**config.mk**
```make
export PLATFORM = sky130hd
export DESIGN_NAME = adv7513_ctrl
export DESIGN_NICKNAME = d
export VERILOG_FILES = /design/src/adv_bus_pkg.sv /design/src/adv_seq_pkg.sv /design/src/adv7513_ctrl.sv /design/src/adv_init_rom.sv /design/src/adv_seq_ctrl.sv /design/src/adv_status_regs.sv
export SDC_FILE = /design/constraint.sdc
export NUM_CORES = 1
export LEC_CHECK = 0
export ABC_AREA = 1
export BUFFER_PORTS_ARGS = -buffer_cell sky130_fd_sc_hd__buf_2
export CORE_MARGIN = 5
export CORE_UTILIZATION = 25
export DETAILED_ROUTE_END_ITERATION = 6
export GPL_ROUTABILITY_DRIVEN = 0
export PLACE_DENSITY_LB_ADDON = 0.15
export SKIP_CTS_REPAIR_TIMING = 1
export SKIP_LAST_GASP = 1
export SLEW_MARGIN = 20
export SYNTH_ARGS = -nofsm -noshare
export SYNTH_HDL_FRONTEND = slang
export SYNTH_SLANG_ARGS = --single-unit
export TNS_END_PERCENT = 5
```
**constraint.sdc**
```tcl
create_clock -name clk -period 2.45 [get_ports clk]
set_input_delay 0.6125 -clock clk [delete_from_list [all_inputs] [get_ports clk]]
set_output_delay 0.6125 -clock clk [all_outputs]
set_load 0.005 [all_outputs]
```
**src/adv_bus_pkg.sv**
```systemverilog
package adv_bus_pkg;

    // 7-bit device address as sent on the two-wire bus
    typedef logic [6:0] chip_addr_t;

    // register index inside the transmitter
    typedef logic [7:0] reg_addr_t;

    // one register byte, written or read back
    typedef logic [7:0] reg_data_t;

    // transmitter main map address with the PD pin tied low
    localparam chip_addr_t CHIP_ADDR = 7'h39;

endpackage

```
**src/adv_seq_pkg.sv**
```systemverilog
package adv_seq_pkg;

    // configuration phases, run top to bottom after reset
    typedef enum logic [2:0] {
        ph_bootstrap,
        ph_link_down,
        ph_init,
        ph_pll_check,
        ph_link_up,
        ph_debug,
        ph_ready
    } phase_t;

    // bus handshake states
    typedef enum logic [1:0] {
        st_issue,
        st_wait_1,
        st_wait_2,
        st_idle
    } state_t;

    typedef logic [4:0] step_t;
    typedef logic [9:0] frame_count_t;
    typedef logic [7:0] err_count_t;

    // lock flag inside register 0x9e
    localparam int PLL_LOCK_BIT = 4;

    // extra bits for the 0x16 write, zero selects 4:4:4 rgb output
    localparam adv_bus_pkg::reg_data_t OUTPUT_FMT = 8'h00;

    // debug readback, in the order the pass reads them
    localparam adv_bus_pkg::reg_addr_t REG_CHIP_REV     = 8'h00;
    localparam adv_bus_pkg::reg_addr_t REG_ID_HIGH      = 8'hF5;
    localparam adv_bus_pkg::reg_addr_t REG_ID_LOW       = 8'hF6;
    localparam adv_bus_pkg::reg_addr_t REG_PLL_STATUS   = 8'h9E;
    localparam adv_bus_pkg::reg_addr_t REG_VIC_DETECTED = 8'h3E;
    localparam adv_bus_pkg::reg_addr_t REG_VIC_TO_RX    = 8'h3D;
    localparam adv_bus_pkg::reg_addr_t REG_MISC         = 8'h42;

endpackage

```
**src/adv7513_ctrl.sv**
```systemverilog
`timescale 1ns/1ns

module adv7513_ctrl (
    input  logic                       clk,
    input  logic                       reset,
    input  logic                       hdmi_int,
    input  logic                       vsync,
    input  adv_bus_pkg::reg_data_t     cfg_reg_17,
    input  adv_bus_pkg::reg_data_t     cfg_reg_3b,
    input  adv_bus_pkg::reg_data_t     cfg_reg_3c,
    output adv_bus_pkg::chip_addr_t    i2c_chip_addr,
    output adv_bus_pkg::reg_addr_t     i2c_reg_addr,
    output adv_bus_pkg::reg_data_t     i2c_value,
    output logic                       i2c_is_read,
    output logic                       i2c_enable,
    input  logic                       i2c_done,
    input  adv_bus_pkg::reg_data_t     i2c_data,
    input  logic                       i2c_ack_error,
    output logic                       ready,
    output adv_bus_pkg::reg_data_t     chip_revision,
    output adv_bus_pkg::reg_data_t     id_check_high,
    output adv_bus_pkg::reg_data_t     id_check_low,
    output adv_bus_pkg::reg_data_t     pll_status,
    output adv_bus_pkg::reg_data_t     vic_detected,
    output adv_bus_pkg::reg_data_t     vic_to_rx,
    output adv_bus_pkg::reg_data_t     misc_data,
    output adv_seq_pkg::err_count_t    pll_errors,
    output adv_seq_pkg::frame_count_t  frame_count
);

    adv_seq_pkg::phase_t    phase;
    adv_seq_pkg::step_t     step;
    adv_seq_pkg::step_t     capture_step;
    adv_bus_pkg::reg_addr_t reg_addr;
    adv_bus_pkg::reg_data_t reg_value;
    logic                   is_read;
    logic                   last_step;
    logic                   capture_en;
    logic                   pll_fail;
    logic                   frame_tick;

    adv_seq_ctrl u_seq_ctrl (
        .clk           (clk),
        .reset         (reset),
        .hdmi_int      (hdmi_int),
        .vsync         (vsync),
        .i2c_done      (i2c_done),
        .i2c_ack_error (i2c_ack_error),
        .i2c_data      (i2c_data),
        .reg_addr      (reg_addr),
        .reg_value     (reg_value),
        .is_read       (is_read),
        .last_step     (last_step),
        .phase         (phase),
        .step          (step),
        .i2c_chip_addr (i2c_chip_addr),
        .i2c_reg_addr  (i2c_reg_addr),
        .i2c_value     (i2c_value),
        .i2c_is_read   (i2c_is_read),
        .i2c_enable    (i2c_enable),
        .ready         (ready),
        .capture_en    (capture_en),
        .capture_step  (capture_step),
        .pll_fail      (pll_fail),
        .frame_tick    (frame_tick)
    );

    adv_init_rom u_init_rom (
        .phase      (phase),
        .step       (step),
        .cfg_reg_17 (cfg_reg_17),
        .cfg_reg_3b (cfg_reg_3b),
        .cfg_reg_3c (cfg_reg_3c),
        .reg_addr   (reg_addr),
        .reg_value  (reg_value),
        .is_read    (is_read),
        .last_step  (last_step)
    );

    adv_status_regs u_status_regs (
        .clk           (clk),
        .reset         (reset),
        .capture_en    (capture_en),
        .capture_step  (capture_step),
        .i2c_data      (i2c_data),
        .pll_fail      (pll_fail),
        .frame_tick    (frame_tick),
        .chip_revision (chip_revision),
        .id_check_high (id_check_high),
        .id_check_low  (id_check_low),
        .pll_status    (pll_status),
        .vic_detected  (vic_detected),
        .vic_to_rx     (vic_to_rx),
        .misc_data     (misc_data),
        .pll_errors    (pll_errors),
        .frame_count   (frame_count)
    );

endmodule

```
**src/adv_init_rom.sv**
```systemverilog
`timescale 1ns/1ns

module adv_init_rom (
    input  adv_seq_pkg::phase_t    phase,
    input  adv_seq_pkg::step_t     step,
    input  adv_bus_pkg::reg_data_t cfg_reg_17,
    input  adv_bus_pkg::reg_data_t cfg_reg_3b,
    input  adv_bus_pkg::reg_data_t cfg_reg_3c,
    output adv_bus_pkg::reg_addr_t reg_addr,
    output adv_bus_pkg::reg_data_t reg_value,
    output logic                   is_read,
    output logic                   last_step
);

    // register address in the upper byte, value in the lower byte
    logic [15:0] entry;

    assign reg_addr  = entry[15:8];
    assign reg_value = entry[7:0];

    always_comb begin
        entry     = 16'h0000;
        is_read   = 1'b0;
        last_step = 1'b0;
        case (phase)
            adv_seq_pkg::ph_bootstrap: begin
                case (step)
                    // power up, then the fixed values from the programming guide
                    5'd0:    entry = 16'h4110;
                    5'd1:    entry = 16'h9803;
                    5'd2:    entry = 16'h9AE0;
                    5'd3:    entry = 16'h9C30;
                    5'd4:    entry = 16'h9D01;
                    5'd5:    entry = 16'hA2A4;
                    5'd6:    entry = 16'hA3A4;
                    5'd7:    entry = 16'hE0D0;
                    5'd8:    entry = 16'hF900;
                    // enable hpd and monitor sense interrupts, then clear them
                    5'd9:    entry = 16'h94C0;
                    5'd10:   entry = 16'h96C0;
                    default: last_step = 1'b1;
                endcase
            end
            adv_seq_pkg::ph_link_down: begin
                case (step)
                    5'd0:    entry = 16'h4110;
                    5'd1:    entry = 16'hD610;
                    5'd2:    entry = 16'hA13C;
                    default: last_step = 1'b1;
                endcase
            end
            adv_seq_pkg::ph_init: begin
                case (step)
                    5'd0:    entry = 16'h1500;
                    // sync polarity and aspect ratio come from the video config
                    5'd1:    entry = {8'h17, cfg_reg_17};
                    5'd2:    entry = {8'h16, 8'h30 | adv_seq_pkg::OUTPUT_FMT};
                    5'd3:    entry = 16'h5500;
                    5'd4:    entry = 16'h1846;
                    // hdmi mode, no hdcp
                    5'd5:    entry = 16'hAF06;
                    5'd6:    entry = 16'hBA60;
                    // audio: i2s, automatic cts, n = 0x01880 for 44.1 khz
                    5'd7:    entry = 16'h0A00;
                    5'd8:    entry = 16'h0100;
                    5'd9:    entry = 16'h0218;
                    5'd10:   entry = 16'h0380;
                    5'd11:   entry = 16'h0B0E;
                    5'd12:   entry = 16'h0C05;
                    5'd13:   entry = 16'h0D10;
                    // pixel repetition and vic, again from the video config
                    5'd14:   entry = {8'h3B, cfg_reg_3b};
                    5'd15:   entry = {8'h3C, cfg_reg_3c};
                    default: last_step = 1'b1;
                endcase
            end
            adv_seq_pkg::ph_link_up: begin
                case (step)
                    5'd0:    entry = 16'hA100;
                    5'd1:    entry = 16'hD600;
                    default: last_step = 1'b1;
                endcase
            end
            adv_seq_pkg::ph_pll_check: begin
                // read on the even step, evaluate on the odd one
                is_read   = 1'b1;
                entry     = {adv_seq_pkg::REG_PLL_STATUS, 8'h00};
                last_step = (step >= 5'd2);
            end
            adv_seq_pkg::ph_debug: begin
                is_read   = 1'b1;
                last_step = (step >= 5'd14);
                case (step[4:1])
                    4'd0:    entry = {adv_seq_pkg::REG_CHIP_REV, 8'h00};
                    4'd1:    entry = {adv_seq_pkg::REG_ID_HIGH, 8'h00};
                    4'd2:    entry = {adv_seq_pkg::REG_ID_LOW, 8'h00};
                    4'd3:    entry = {adv_seq_pkg::REG_PLL_STATUS, 8'h00};
                    4'd4:    entry = {adv_seq_pkg::REG_VIC_DETECTED, 8'h00};
                    4'd5:    entry = {adv_seq_pkg::REG_VIC_TO_RX, 8'h00};
                    default: entry = {adv_seq_pkg::REG_MISC, 8'h00};
                endcase
            end
            default: last_step = 1'b1;
        endcase
    end

endmodule

```
**src/adv_seq_ctrl.sv**
```systemverilog
`timescale 1ns/1ns

module adv_seq_ctrl (
    input  logic                     clk,
    input  logic                     reset,
    input  logic                     hdmi_int,
    input  logic                     vsync,
    input  logic                     i2c_done,
    input  logic                     i2c_ack_error,
    input  adv_bus_pkg::reg_data_t   i2c_data,
    input  adv_bus_pkg::reg_addr_t   reg_addr,
    input  adv_bus_pkg::reg_data_t   reg_value,
    input  logic                     is_read,
    input  logic                     last_step,
    output adv_seq_pkg::phase_t      phase,
    output adv_seq_pkg::step_t       step,
    output adv_bus_pkg::chip_addr_t  i2c_chip_addr,
    output adv_bus_pkg::reg_addr_t   i2c_reg_addr,
    output adv_bus_pkg::reg_data_t   i2c_value,
    output logic                     i2c_is_read,
    output logic                     i2c_enable,
    output logic                     ready,
    output logic                     capture_en,
    output adv_seq_pkg::step_t       capture_step,
    output logic                     pll_fail,
    output logic                     frame_tick
);

    adv_seq_pkg::state_t state;
    logic                vsync_q;
    logic                pll_locked;

    // only one device on this bus
    assign i2c_chip_addr = adv_bus_pkg::CHIP_ADDR;
    assign pll_locked    = i2c_data[adv_seq_pkg::PLL_LOCK_BIT];

    always_ff @(posedge clk) begin
        if (!reset) begin
            state      <= adv_seq_pkg::st_issue;
            phase      <= adv_seq_pkg::ph_bootstrap;
            step       <= '0;
            i2c_enable <= 1'b0;
            ready      <= 1'b0;
            capture_en <= 1'b0;
            pll_fail   <= 1'b0;
            frame_tick <= 1'b0;
            vsync_q    <= 1'b0;
        end else begin
            vsync_q    <= vsync;
            capture_en <= 1'b0;
            pll_fail   <= 1'b0;
            frame_tick <= 1'b0;
            case (state)
                adv_seq_pkg::st_issue: begin
                    if (i2c_done) begin
                        if (last_step) begin
                            // phase finished, one cycle without a request
                            step <= '0;
                            case (phase)
                                adv_seq_pkg::ph_bootstrap: phase <= adv_seq_pkg::ph_link_down;
                                adv_seq_pkg::ph_link_down: phase <= adv_seq_pkg::ph_init;
                                adv_seq_pkg::ph_init:      phase <= adv_seq_pkg::ph_pll_check;
                                adv_seq_pkg::ph_pll_check: phase <= adv_seq_pkg::ph_link_up;
                                default: begin
                                    phase <= adv_seq_pkg::ph_ready;
                                    state <= adv_seq_pkg::st_idle;
                                    ready <= 1'b1;
                                end
                            endcase
                        end else if (is_read && step[0]) begin
                            // evaluate the byte of the read that just completed
                            step <= step + 5'd1;
                            if (reg_addr == adv_seq_pkg::REG_PLL_STATUS && !pll_locked) begin
                                pll_fail <= 1'b1;
                            end
                            if (phase == adv_seq_pkg::ph_pll_check && !pll_locked) begin
                                phase <= adv_seq_pkg::ph_bootstrap;
                                step  <= '0;
                            end
                            if (phase == adv_seq_pkg::ph_debug) begin
                                capture_en   <= 1'b1;
                                capture_step <= {1'b0, step[4:1]};
                            end
                        end else begin
                            i2c_reg_addr <= reg_addr;
                            i2c_value    <= reg_value;
                            i2c_is_read  <= is_read;
                            i2c_enable   <= 1'b1;
                            state        <= adv_seq_pkg::st_wait_1;
                        end
                    end
                end
                adv_seq_pkg::st_wait_1: begin
                    state <= adv_seq_pkg::st_wait_2;
                end
                adv_seq_pkg::st_wait_2: begin
                    i2c_enable <= 1'b0;
                    if (i2c_done) begin
                        // on an ack error the same step goes out again
                        if (!i2c_ack_error) begin
                            step <= step + 5'd1;
                        end
                        state <= adv_seq_pkg::st_issue;
                    end
                end
                default: begin
                    if (!hdmi_int) begin
                        // hot plug or monitor sense event, configure from scratch
                        ready <= 1'b0;
                        phase <= adv_seq_pkg::ph_bootstrap;
                        step  <= '0;
                        state <= adv_seq_pkg::st_issue;
                    end else if (ready && vsync_q != vsync) begin
                        phase      <= adv_seq_pkg::ph_debug;
                        step       <= '0;
                        state      <= adv_seq_pkg::st_issue;
                        frame_tick <= 1'b1;
                    end
                end
            endcase
        end
    end

endmodule

```
**src/adv_status_regs.sv**
```systemverilog
`timescale 1ns/1ns

module adv_status_regs (
    input  logic                       clk,
    input  logic                       reset,
    input  logic                       capture_en,
    input  adv_seq_pkg::step_t         capture_step,
    input  adv_bus_pkg::reg_data_t     i2c_data,
    input  logic                       pll_fail,
    input  logic                       frame_tick,
    output adv_bus_pkg::reg_data_t     chip_revision,
    output adv_bus_pkg::reg_data_t     id_check_high,
    output adv_bus_pkg::reg_data_t     id_check_low,
    output adv_bus_pkg::reg_data_t     pll_status,
    output adv_bus_pkg::reg_data_t     vic_detected,
    output adv_bus_pkg::reg_data_t     vic_to_rx,
    output adv_bus_pkg::reg_data_t     misc_data,
    output adv_seq_pkg::err_count_t    pll_errors,
    output adv_seq_pkg::frame_count_t  frame_count
);

    // capture_step is the index of the debug read, same order as the addresses
    always_ff @(posedge clk) begin
        if (capture_en) begin
            case (capture_step)
                5'd0:    chip_revision <= i2c_data;
                5'd1:    id_check_high <= i2c_data;
                5'd2:    id_check_low  <= i2c_data;
                5'd3:    pll_status    <= i2c_data;
                5'd4:    vic_detected  <= i2c_data;
                5'd5:    vic_to_rx     <= i2c_data;
                default: misc_data     <= i2c_data;
            endcase
        end
    end

    // both counters simply wrap
    always_ff @(posedge clk) begin
        if (!reset) begin
            pll_errors  <= '0;
            frame_count <= '0;
        end else begin
            if (pll_fail) begin
                pll_errors <= pll_errors + 8'd1;
            end
            if (frame_tick) begin
                frame_count <= frame_count + 10'd1;
            end
        end
    end

endmodule

```
==> out/qor.yml <==
rsz0062_at_grt: "no"
cts_buffer_depth: 2
worstSetupPathType: "register to register"
drc_errors: 0
synth_top_area_cell: "edfxtp_1"
timing.final.crit_share: 0.9463
initial_core_util: 0.2542
syn_to_final_growth_pct: 28.50
multi_input_area_um2: 2024
grt_max_degree: 26
holdPathEnd: "u_seq_ctrl.vsync_q$_SDFF_PN0_"
avgSynthCellArea_um2: 9.211
r2r_start: "u_seq_ctrl.step[1]$_SDFFE_PN0P_"
min_path_type: "input pin to register"
diodes: 0
antenna_found_initial: 0
clkSinkCount: 111
wl_per_cell_um: 14.85
drtPass1Iterations: 7
power_switching_uw: 2469
grt_pass1_vias: 4575
grt_pass1_wl_um: 24030
intPower_uw: 3817
final_nets: 795
cp_max_fo: 6
via_per_inst: 4.473
worstMarginPinSlew_ns: 0.7010
cts.clk_slew.worst_paths_ns: 0.08
relSlewSlack: 0.5309
maxCapViolCount: 0
final.setup.worst_slack_ns: 0.1315
fin_crit_ns: 2.319
core-area_um2: 21020
synth-seq-cells: 111
cts_tree: "done"
regMostFlops: "u_status_regs.frame_count"
dieArea_um2: 24390
pwr-share-clk: 0.243
drtIter0Drc: 303
r2r_slack_ns: 0.13
dr_total_vias: 4594
hold_start: "vsync"
netlist-cell-type-count: 43
syn_inst: 580
dieWidth_um: 156.2
synth_common_cells: "118 x nand2_1, 86 x nor2_1, 77 x edfxtp_1"
root_buffer: "clkbuf_16"
switching_share: 0.3928
p_leak_uw: 0.003073
synth_top_area_frac: 0.4328
skew_ns: 0.01014
pre_cts_ws_ns: 0.09046
finalWirelength_um: 15250
hold_depth: 3
design_area_um2: 6865
clock.fmax_mhz: 431.3
cp-start-kind: "register"
yosysSeqAreaShare: 0.5602
tns_ns: 0
rr_endpoint: "u_seq_ctrl.capture_step[3]$_DFFE_PP_"
slew_violations: 0
hpwl_um: 11990
post_dp_cell_area_um2: 6533
p_total_uw: 6286
largest_reg_flops: 10
cp.arrival_ns: 2.39
power.density_nw_per_um2: 915.7
async_reset_ff_frac: 0
setup_violations: 0
vdd_drop_max_uv: 423.5
grt_usage: 0.1233
dieHeight_um: 156.2
rr_worst_depth: 11
fillers: 2212
ys.flop_type: "edfxtp_1"
h-tree-depth: 3
rows: 53
portBuffers: 130
cts_buffers: 9
ioPinCount: 138
cp.required_ns: 2.53
fin_util: 0.3266
sequentialPowerShare: 0.360
yosysWarnings: 0
synth-edff-count: 77
drive_gt1_frac: 0.2912
final-hold-violation-count: 0
synthTopCellsByArea: "edfxtp_1 43%, dfxtp_1 13%, nand2_1 8.3%, nor2_1 6.0%, inv_1 4.2%"
ant_nets: 0
end_kind: "register"
p_comb_frac: 0.397
synth_area_um2: 5343
status: "finished clean"
overflow: 0
clk_latency_ns: 0.36
register_area_um2: 2993
synth_most_common_cell: "nand2_1"
-- area by class of cell --
class | count | share of cell area
timing repair buffer | 167 | 0.1371
clock buffer | 9 | 0.03280
inverter | 65 | 0.03590
multi-input combinational | 393 | 0.2949
tap | 275 | 0.05012
clock inverter | 7 | 0.01330
sequential | 111 | 0.4359
-- critical path, stage by stage, from the launching register on --
cell and delay (ns):
dfxtp_1 0.35, buf_4 0.15, ha_1 0.20, nand2_1 0.16
a21oi_1 0.24, inv_1 0.11, nand2_1 0.09, nor2_2 0.06
nand2_4 0.11, nand3_4 0.08, nor3_2 0.21, and3_2 0.28
-- power by group through the flow --
stage                     registers [uW]  logic (uW)  clock network (uW)
after floorplan                     2300        1700                   0
after global placement              2310        2480                   0
after detailed placement            2310        2460                   0
after CTS                           2270        2470                1580
after global routing                2280        2790                1670
final                               2270        2490                1530
-- stage by stage --
stage	hold slack, ns	cells
after floorplan	0.4309	585
after global placement	0.4356	1011
after detailed placement	0.4549	1011
after CTS	0.4523	1027
after global routing	0.4785	1027
final	0.4588	1027
-- worst max-delay path by stage --
stage	startpoint	endpoint	slack, ns	cells past startpoint
floorplan	u_seq_ctrl.step[1]$_SDFFE_PN0P_	u_seq_ctrl.i2c_is_read$_DFFE_PP_	0.002	10
global placement	u_seq_ctrl.step[1]$_SDFFE_PN0P_	u_seq_ctrl.i2c_reg_addr[7]$_DFFE_PP_	0.07	11
detailed placement	u_seq_ctrl.step[1]$_SDFFE_PN0P_	u_seq_ctrl.i2c_reg_addr[7]$_DFFE_PP_	0.09	11
CTS	u_seq_ctrl.step[1]$_SDFFE_PN0P_	u_seq_ctrl.i2c_reg_addr[2]$_DFFE_PP_	0.08	11
global route	u_seq_ctrl.step[1]$_SDFFE_PN0P_	u_seq_ctrl.capture_step[3]$_DFFE_PP_	0.03	11
finish	u_seq_ctrl.step[1]$_SDFFE_PN0P_	u_seq_ctrl.capture_step[3]$_DFFE_PP_	0.13	11
-- routing by layer --
layer	part of all wire	vias to the layer above	global-route usage
li1	-	2286	-
met1	0.47	2108	0.1694
met2	0.44	181	0.1979
met3	0.074	19	0.02275
met4	0.016	0	0.03843
met5	0	-	0
-- cells in the final DEF, fill, tap and decap left out, types with 4 or more instances in the layout --
cell / n
nor2_1: 84
buf_2: 130
ha_1: 10
a21oi_1: 39
clkbuf_16: 9
dfxtp_1: 34
inv_1: 59
o21ai_0: 25
buf_4: 36
a221oi_1: 6
nand4_1: 9
edfxtp_1: 77
inv_2: 5
conb_1: 7
nand3_4: 4
nand3_1: 26
nor2_2: 6
nor3_1: 18
nand2_2: 7
nand2_1: 117
-- kinds of logic after synthesis --
| group | after synthesis | synth area share |
|---|---|---|
| adder cells (fa/ha/maj) | 10 | 0.02342 |
| XOR/XNOR | 1 | 0.001640 |
| flip-flops | 111 | 0.5602 |
| AO/OA/AOI/OAI | 85 | 0.09087 |
| AND/OR/NAND/NOR | 290 | 0.2546 |
| other | 2 | 0.001406 |
| buffers and inverters | 81 | 0.06791 |
No activity file was read; power rests on OpenSTA's default activity.
